[src/design/cnn_macros.svh]
`ifndef CNN_MACROS_SVH
`define CNN_MACROS_SVH

// Instruction word
`define CNN_INST_W   32

// Output channels computed in parallel
`define CNN_CH       4
`define CNN_CH_W     2

// 3x3 kernel
`define CNN_TAPS     9
`define CNN_TAP_W    4

// Datapath widths
`define CNN_PIX_W    8
`define CNN_ACC_W    20
`define CNN_BIAS_W   16
`define CNN_SHIFT_W  5

// Feature memory, 1024 pixels
`define CNN_FADDR_W  10

`endif

[src/design/cnn_pkg.sv]
`include "cnn_macros.svh"

package cnn_pkg;

	////////////////////////////////////////
	// Instruction opcodes, bits 31..28
	////////////////////////////////////////
	typedef enum logic [3:0] {
		OP_NOP    = 4'd0,
		OP_LOAD_W = 4'd1, // Kernel weight
		OP_LOAD_B = 4'd2, // Channel bias
		OP_LOAD_F = 4'd3, // Feature pixel
		OP_CONF   = 4'd4, // Line width, shift, pool enable
		OP_RUN    = 4'd5  // One 3x3 window
	} opcode_e;

	// MAC sequencer states
	typedef enum logic [1:0] {
		SEQ_IDLE = 2'd0,
		SEQ_MAC  = 2'd1,
		SEQ_DONE = 2'd2
	} seq_state_e;

	////////////////////////////////////////
	// Per-channel vectors, channel 0 in the low bits
	////////////////////////////////////////
	typedef logic [`CNN_CH-1:0][`CNN_ACC_W-1:0]  acc_vec_t;
	typedef logic [`CNN_CH-1:0][`CNN_PIX_W-1:0]  pix_vec_t;
	typedef logic [`CNN_CH-1:0][`CNN_PIX_W-1:0]  weight_vec_t;
	typedef logic [`CNN_CH-1:0][`CNN_BIAS_W-1:0] bias_vec_t;

endpackage

[src/design/kernel_store.sv]
`timescale 1ns/1ps
`include "cnn_macros.svh"

module kernel_store (
	input  logic                   clk,
	input  logic                   rst_n,
	input  logic                   w_we,
	input  logic [`CNN_CH_W-1:0]   w_ch,
	input  logic [`CNN_TAP_W-1:0]  w_tap,
	input  logic [`CNN_PIX_W-1:0]  w_data,
	input  logic                   b_we,
	input  logic [`CNN_CH_W-1:0]   b_ch,
	input  logic [`CNN_BIAS_W-1:0] b_data,
	input  logic [`CNN_TAP_W-1:0]  tap,
	output cnn_pkg::weight_vec_t   tap_weights,
	output cnn_pkg::bias_vec_t     bias_vec
);

	// Signed weights, one row of nine taps per channel
	logic [`CNN_PIX_W-1:0] w_mem [`CNN_CH][`CNN_TAPS];

	////////////////////////////////////////
	// Weight memory
	////////////////////////////////////////
	always_ff @(posedge clk) begin
		if (w_we)
			w_mem[w_ch][w_tap] <= w_data;
	end

	// All channels of one tap, one cycle after tap
	always_ff @(posedge clk) begin
		for (int c = 0; c < `CNN_CH; c++) begin
			tap_weights[c] <= w_mem[c][tap];
		end
	end

	////////////////////////////////////////
	// Bias registers
	////////////////////////////////////////
	always_ff @(posedge clk) begin
		if (b_we)
			bias_vec[b_ch] <= b_data; // Held until reloaded
	end

	// Decode must only address real taps
	a_tap_in_range: assert property (@(posedge clk) disable iff (!rst_n)
		w_we |-> (w_tap < `CNN_TAPS));

endmodule

[config.mk]
export PLATFORM = sky130hd
export DESIGN_NAME = kernel_store
export DESIGN_NICKNAME = d
export VERILOG_FILES = /design/src/design/cnn_pkg.sv /design/src/design/kernel_store.sv
export VERILOG_INCLUDE_DIRS = /design/src /design/src/design
export SDC_FILE = /design/constraint.sdc
export NUM_CORES = 1
export LEC_CHECK = 0
export BUFFER_PORTS_ARGS = -buffer_cell sky130_fd_sc_hd__buf_2
export CAP_MARGIN = 30
export CORE_MARGIN = 3
export CORE_UTILIZATION = 50
export CTS_BUF_LIST = sky130_fd_sc_hd__clkbuf_4 sky130_fd_sc_hd__clkbuf_8
export DETAILED_ROUTE_END_ITERATION = 10
export PLACE_DENSITY = 0.8
export SYNTH_ARGS = -nofsm -noshare
export SYNTH_HDL_FRONTEND = slang
export SYNTH_SLANG_ARGS = --single-unit
export TNS_END_PERCENT = 1
[constraint.sdc]
create_clock -name clk -period 2.9 [get_ports clk]
set_clock_uncertainty 0.15 [all_clocks]
set_input_delay 0.435 -clock clk [delete_from_list [all_inputs] [get_ports clk]]
set_output_delay 0.435 -clock clk [all_outputs]
set_load 0.03 [all_outputs]
# [Word-level counts from Yosys, hierarchy flattened]
# Memories as Yosys holds them, arrays and structs flattened.
# Cells that the tools add are included.
[totals] romBits=0 inputBits=40 latchBits=0 mem_bits_rw=288 n_memories=1 regBits=96 output_inout_bits=96 word_cells=37
[op_classes] n_shift=0 n_addsub=0 bitwise=2 reduce_logical=2 n_mul=0 n_lt_le_gt_ge=5 muxes=19 eq_ne=0 div_mod_pow=0
[memory_table] memory="w_mem" depth=4 width=72 read_ports=4 rd_ports_with_merged_regs=0 wr=1 line="kernel_store.sv:20" rtl="logic [`CNN_PIX_W-1:0] w_mem [`CNN_CH][`CNN_TAPS];"
[ops] op="binary-select mux 8 bit (select 4 bit)" count=4
[ops] op="two-way mux 72 bit" count=1
[ops] op="two-way mux 8 bit" count=9
[ops] op="bitwise mux 64 bit" count=1
[ops] op="demux 16 bit (select 2 bit)" count=1
[ops] op="demux 8 bit (select 4 bit)" count=1
[ops] op="two-way mux 16 bit" count=1
[ops] op="greater-or-equal comparator 5 bit, second input constant" count=2
[ops] op="NOT 4 -> 5 bit" count=2
[ops] op="less-than comparator 5 x 1 -> 1 bit, second input constant" count=1
[ops] op="less-than comparator 2 x 3 -> 1 bit, second input constant" count=1
[ops] op="greater-or-equal comparator 2 x 1 -> 1 bit, second input constant" count=1
[ops] op="logical AND 1 bit" count=2
[ops] op="two-way mux 1 bit" count=1

# [Logic depth before layout (Yosys ltp)]
# Gate-level depths: netlist (run 1).
[logic_depth] depth_word=6 depth_mapped=7 mapped_depth_nobuf=4

# [Worst setup path after synthesis (run 1)]
# OpenSTA, ideal clock, no wires.
[synth_timing] path_type="input -> register" start="input b_ch[1]" end="register bias_vec[0] (netlist bit), enable pin" stages=1 slack_ns=0.649 t_required_ns=2.337 t_arrival_ns=1.688 setup_ns=0.413 path_buffers=0 cell_sequence="nor3b_1"
[synth_rtl] element="start, declared" line="kernel_store.sv:12" rtl="input logic [`CNN_CH_W-1:0] b_ch,"
[synth_rtl] element="end signal, assigned by index" line="kernel_store.sv:42" rtl="bias_vec[b_ch] <= b_data;"
[synth_rtl] element="end, declared" line="kernel_store.sv:16" rtl="output cnn_pkg::bias_vec_t bias_vec"

# [Final worst setup path (run 1)]
[layout_timing] start="register bias_vec[41] (netlist bit)" end="output bias_vec[41] (netlist bit)"
# No word-level cell between the ends.

==> summary.md, run 1 <==
| Metric | Value |
|---|---|
| Status | `finished clean` |
| Critical Path Stages | `1` |
| Antenna Cells | `0` |
| Max-Cap Viols | `0` |
| Crit path time final | `1.78 ns` |
| Vias in the first global route | `~7900` |
| Clk pin slew, worst setup/hold paths | `0.06 ns` |
| Worst r2r src | `w_mem[2][47]` |
| Final WL | `between 20000 and 30000 µm` |
| Chip height | `approximately 170 µm` |
| Die area | `~30000 µm²` |
| Routed len/inst | `about 21 µm` |
| Vias/cell | `about 5.5` |
| Post-synth EDFFs | `between 300 and 400` |
| Synth unique cells | `33` |
| Hold slack | `slightly above 0.1 ns` |
| Synthesis-to-finish area growth | `18.1%` |
| Deepest clock path buffer count | `3` |
| Share of cells above drive strength 1 | `0.316` |
| Via count | `7597` |
| RSZ-0062 raised after global routing | `false` |
| HPWL after detailed placement | `17900 µm` |
| Maximum clock frequency | `around 560 MHz` |
| Worst Path Buf+Inv | `1` |
| Tcrit/Tclk final | `0.613` |
| Hold violation total from the final report | `0` |
| Effective utilization at floorplan | `0.512` |
| Port bufs | `134` |
| Worst path required time | `2.32 ns` |
| Critical R2R Capture | `tap_weights[23]` |
| Worst-margin pin slew | `0.818 ns` |
| FFs w/ async S/R, synth | `0` |
| CTS Buf Count | `between 50 and 60` |
| CP max-delay cell | `edfxtp_1` |
| Avg Cell Area, Syn | `approximately 19 µm²` |
| DR iter-0 viols | `between 700 and 800` |
| Final setup fails | `0` |
| Total track usage | `0.194` |
| Synth Register Bits | `384` |
| Routability Congestion | `0.781` |
| First-pass GRT wire length | `approximately 45000 µm` |
| Mapped Cells | `747` |
| CP max FO | `1` |
| # clock sinks | `384` |
| PwrDens | `~670 nW/µm²` |
| Min-delay src | `b_ch[0]` |
| Critical Path AT | `between 1 and 1.5 ns` |
| Cell accounting for the most synthesized area | `edfxtp_1` |
| Total grt overflow | `0` |
| Synth top cells by count | `352 x edfxtp_1, 76 x mux2i_1, 69 x nor2_1, 51 x o22ai_1, 41 x nand2_1` |
| H-tree levels | `2` |
| Synth Flop Type | `edfxtp_1` |
| DR pass1 iterations | `5` |
| R2R depth | `3` |
| Crit-path max cell delay | `0.42 ns` |
| Synth Net Count | `around 790` |
| Rel. slew slack | `0.455` |
| Register area share after synthesis | `0.805` |
| CP top delay family | `flip-flops` |
| Crit Path Category | `flip-flop to primary output` |
| Setup tns final | `0 ns` |
| Max VDD drop | `between 0.4 and 0.5 mV` |
| Die width | `between 150 and 200 µm` |
| Worst-Skew Late Latency | `roughly 0.59 ns` |
| Residual DRC | `0` |
| Yosys top cell area share | `0.759` |
| Worst setup EP type | `primary output` |
| TritonCTS clock tree | `yes` |
| Hold Path End | `bias_vec[6]` |
| Ports | `136` |
| Clock Root Buffer | `clkbuf_8` |
| Hold-critical path depth | `2` |
| Synth Cell Area | `roughly 14000 µm²` |
| Core box area | `roughly 27000 µm²` |
| LEAKAGE | `~5.9 nW` |
| Hold/Removal Path Class | `input port to flip-flop` |
| R2R setup slack | `1.52 ns` |
| Most common cell in the netlist | `edfxtp_1` |
| Largest net degree at the start of global routing | `39` |
| Resized cells post-CTS | `0` |
| Final nets | `between 1000 and 1500` |
| Utilization after layout | `0.605` |
| Synth Warn # | `0` |
| Initial antenna violation count | `0` |
| Startpoint Class | `flip-flop` |
| Synth top area cells | `edfxtp_1 76%, mux2i_1 5.5%, dfxtp_1 4.6%, o22ai_1 2.3%, mux4_2 2.1%` |
| Max Slew Vio Count | `0` |
| Antenna-violating nets left | `0` |
| Crit-path cells | `buf_2` |
| Std-Cell Rows | `60` |
[state kept, by name, summed over array words and instances, names as in the netlist]
| name | cells |
|---|---|
| bias_vec | 64 |
| tap_weights | 32 |
| w_mem | 288 |
[layout make-up]
type                    count  area, µm²
clock inverters            18        129
repair buffers            200       1220
multi-input cells         328       2440
flip-flops and latches    384      11200
well taps                 372        465
clock buffers              81        971
fillers                  1908      10700
[per-layer routing]
layer  routed length (µm)  track usage  share of wire
met1                11500        0.248           0.39
met2                14700        0.328           0.50
met3                 2700       0.0525          0.092
met4                  554       0.0605          0.019
met5                    0            0              0
[metrics by stage]
stage	setup WS, ns	power (W)	cells	cell area, µm²
finish	1.12	0.0110	1383	16400
global placement	0.658	0.00696	1268	15200
global route	1.07	0.0114	1383	16400
CTS	1.08	0.0111	1383	16400
detailed placement	0.605	0.00697	1268	15200
floorplan	0.649	0.00671	747	13900
[repair_timing]
item,4_1_cts,5_1_grt
endpoints found under the setup margin,0,0
buffers inserted,0,0
hold buffers,16,0
hold endpoints to repair,64,0
[cell families after synthesis]
group	after synthesis	synth area share
AOI/OAI and AO/OA	83	0.0375
buffers and inverters	35	0.0193
DFF	384	0.805
muxes	115	0.0970
and+or+nand+nor	130	0.0408
[power breakdown]
| part | switching, W | internal (W) |
|---|---|---|
| clock network | 0.00189 | 0.00224 |
| logic | 0.000489 | 0.000213 |
| registers | 0.0000260 | 0.00615 |
| total | 0.00241 | 0.00861 |
[worst max-delay path by stage]
| stage | from | end | slack (ns) |
|---|---|---|---|
| 3_5_place_dp | w_tap[3] | w_mem[0][52] | 0.60 |
| 6_report | bias_vec[41] | bias_vec[41] | 1.12 |
| 4_1_cts | bias_vec[41] | bias_vec[41] | 1.08 |
| 3_3_place_gp | w_tap[3] | w_mem[0][52] | 0.66 |
| 2_1_floorplan | b_ch[1] | bias_vec[0] | 0.65 |
| 5_1_grt | bias_vec[41] | bias_vec[41] | 1.07 |
[cell usage in the layout, fill, tap and decap left out, types with 2 or more instances in the layout]
cell and count:
nor2_1 69, nor2b_1 2, dlygate4sd3_1 16, clkinv_2 5
dfxtp_1 32, nand3_1 2, mux4_2 13, nand2b_1 5
o21ai_1 19, mux2i_1 76, o31ai_1 11, clkinv_1 9
mux2_2 24, clkbuf_8 58, and3b_1 2, clkbuf_4 23
nand2_1 41, o22ai_1 51, edfxtp_1 352, o31ai_2 2
buf_4 50, buf_2 133
Power figures use the tool's default switching activity.
==> run 2, diff against run 1 <==
Settings changed: ABC_AREA set to 1, PLACE_DENSITY 0.8 to 0.83.
Clock period 2.9 ns to 1.6 ns, I/O delays scaled along.
==> run 2 against run 1 <==
  * The flow now finishes with violations (setup timing)
  * Wire length up 19%
  * Global-route usage rose by 2.5 points
  * Total power up 89%
  * First-iteration DRC count up 49%
  * Flip-flop and latch count is the same
  * Hold slack worse by 0.073 ns
  * Combinational power increased by 120%
  * Die area is 7.6% higher
  * Register-to-register slack lost 1.2 ns
  * Core utilization is 1.7 points higher
  * Largest cell class unchanged
==> summary.md, run 2 <==
| Metric | Value |
|---|---|
| Worst setup EP type | `primary output` |
| Mapped Cells | `around 1300` |
| Post-synth EDFFs | `352` |
| Tcrit/Tclk final | `1.00` |
| Deepest clock path buffer count | `3` |
| Max-Cap Viols | `0` |
| Clk pin slew, worst setup/hold paths | `about 0.070 ns` |
| Setup Buffers After CTS | `0` |
| Synth Register Bits | `384` |
| Crit path time final | `1.60 ns` |
| Rel. slew slack | `0.721` |
| Utilization after layout | `0.622` |
| Most common cell in the netlist | `edfxtp_1` |
| Ports | `136` |
| Crit-path max cell delay | `~0.42 ns` |
| Synth unique cells | `18` |
| Hold-critical path depth | `3` |
| # clock sinks | `384` |
| R2R setup slack | `just under 0.3 ns` |
| Routed len/inst | `between 15 and 20 µm` |
| FFs w/ async S/R, synth | `0` |
| PwrDens | `1150 nW/µm²` |
| Max Slew Vio Count | `0` |
| Crit-path cells | `buf_2` |
| Most common cell after layout, fill and taps aside | `edfxtp_1` |
| Cell accounting for the most synthesized area | `edfxtp_1` |
| Hold/Removal Path Class | `input port to flip-flop` |
| Worst path required time | `between 1 and 1.5 ns` |
| Max reg flops | `~290` |
| Critical path endpoint | `bias_vec[58]` |
| CP max-delay cell | `edfxtp_1` |
| Std-Cell Rows | `62` |
| Most flop-heavy register | `w_mem` |
| Vias in the first global route | `roughly 10000` |
| Antenna Cells | `0` |
| Synth Warn # | `0` |
| Final nets | `1561` |
| Worst r2r src | `w_mem[1][66]` |
| DR pass1 iterations | `5` |
| Total grt overflow | `0` |
| Via count | `10160` |
| Largest net degree at the start of global routing | `56` |
| Routability Congestion | `roughly 0.88` |
| Startpoint Class | `flip-flop` |
| Crit Path Category | `flip-flop to primary output` |
| Yosys top cell area share | `0.704` |
| Final setup fails | `1` |
| Failing checks | `setup timing` |
| Setup WS post-layout | `-0.00110 ns` |
| Commonest cells after routing, fill and taps aside | `352 x edfxtp_1, 340 x nand2_1, 223 x inv_1` |
| Antenna-violating nets left | `0` |
| Residual DRC | `0` |
| CP max FO | `1` |
| Clock Root Buffer | `clkbuf_8` |
| RSZ-0062 raised after global routing | `true` |
| Critical Path AT | `1.21 ns` |
| Critical R2R Capture | `tap_weights[10]` |
| First-pass GRT wire length | `~54000 µm` |
| R2R depth | `5` |
| Maximum clock frequency | `625 MHz` |
| Synth Net Count | `around 1300` |
| Final WL | `between 30000 and 40000 µm` |
| Number of fill cells in the layout | `about 2100` |
| CP top delay family | `flip-flops` |
| Critical Path Stages | `1` |
| Synth Cell Area | `about 15000 µm²` |
| Synthesis-to-finish area growth | `20.8%` |
| Vias/cell | `around 5.2` |
| Hold violation total from the final report | `0` |
| Chip height | `179 µm` |
| Max VDD drop | `0.963 mV` |
| Worst-margin pin slew | `0.417 ns` |
| Status | `finished with violations` |
| Biggest regs | `w_mem x288, bias_vec x64, tap_weights x32` |
| Synth top cells by count | `352 x edfxtp_1, 340 x nand2_1, 223 x inv_1, 211 x nand3_1, 39 x nor2_1` |
| Avg Cell Area, Syn | `approximately 12 µm²` |
| Total track usage | `0.220` |
| H-tree levels | `2` |
| Register area share after synthesis | `0.747` |
| DR iter-0 viols | `between 1000 and 1500` |
| HPWL after detailed placement | `21300 µm` |
| Share of cells above drive strength 1 | `0.209` |
| CTS Buf Count | `58` |
| Initial antenna violation count | `0` |
| Core box area | `around 29000 µm²` |
| Synth Flop Type | `edfxtp_1` |
| Final Total Pwr | `about 0.021 W` |
| Synth top area cells | `edfxtp_1 70%, nand2_1 8.5%, nand3_1 7.0%, inv_1 5.6%, dfxtp_1 4.3%` |
| Worst-Skew Late Latency | `0.59 ns` |
| LEAKAGE | `between 7 and 8 nW` |
| Crit path launch | `bias_vec[58]` |
| Worst Path Buf+Inv | `1` |
| Die area | `around 32000 µm²` |
| Port bufs | `around 130` |
| TritonCTS clock tree | `yes` |
| Effective utilization at floorplan | `0.515` |
| Die width | `~180 µm` |
run 2: changes by cell type in the layout (fill, tap and decap cells not counted), moves of 13 or more:
cell	before	now
nand2_1	41	340
nand3_1	2	211
o22ai_1	51	0
mux2_2	24	0
mux4_2	13	0
o21ai_1	19	0
buf_12	1	20
inv_1	0	223
mux2i_1	76	0
or2_2	1	17
nor2_1	69	39
run 2: stage by stage:
step / setup TNS, ns / worst slack [ns] / hold WS [ns] / cells / area [µm²]
global route: -0.0867 / -0.0284 / 0.0159 / 1951 / 18100
CTS: 0 / 0.00106 / 0.00965 / 1951 / 18100
detailed placement: -32.01 / -0.208 / 0.280 / 1819 / 16700
finish: -0.00110 / -0.00110 / 0.0294 / 1951 / 18100
global placement: -23.45 / -0.194 / 0.277 / 1819 / 16700
floorplan: -24.85 / -0.407 / 0.189 / 1280 / 15000
run 2: where the power goes:
part / switching, W / internal [W] / total [W]
Sequential: 0.0000610 / 0.0112 / 0.0112
Combinational: 0.00109 / 0.000475 / 0.00157
Clock: 0.00365 / 0.00438 / 0.00803
Total: 0.00480 / 0.0160 / 0.0208
run 2: worst min path at each step:
stage | start | to | slack (ns)
global placement | w_mem[3][1] | tap_weights[25] | 0.28
detailed placement | w_mem[3][2] | tap_weights[26] | 0.28
global route | b_ch[1] | bias_vec[27] | 0.02
CTS | b_ch[1] | bias_vec[22] | 0.01
finish | b_ch[1] | bias_vec[22] | 0.03
floorplan | b_data[0] | bias_vec[0] | 0.19
run 2: cell type report:
cell class,instances,area [µm²],share of cell area
Tap cell,384,480,0.0265
Sequential cell,384,11200,0.618
Timing Repair Buffer,235,1760,0.0970
Inverter,225,845,0.0465
Multi-Input combinational cell,617,2680,0.147
Clock buffer,75,951,0.0524
Clock inverter,31,221,0.0122
run 2: routing by layer:
metal / wire (µm) / track usage / share of wire
met4: 1490 / 0.101 / 0.043
met2: 16000 / 0.352 / 0.46
met1: 13500 / 0.273 / 0.39
met5: 0 / 0 / 0
met3: 4030 / 0.0699 / 0.12
run 2: logic make-up after synthesis:
logic type,Yosys count,share of synthesized area
DFF,384,0.747
buffers and inverters,279,0.0765
and+or+nand+nor,617,0.177
run 2: timing repair:
item	4_1_cts	5_1_grt
hold buffers	26	0
endpoints found under the hold margin	321	0
resized for setup	3	6
setup endpoints to repair	3	10
pin swaps	0	0
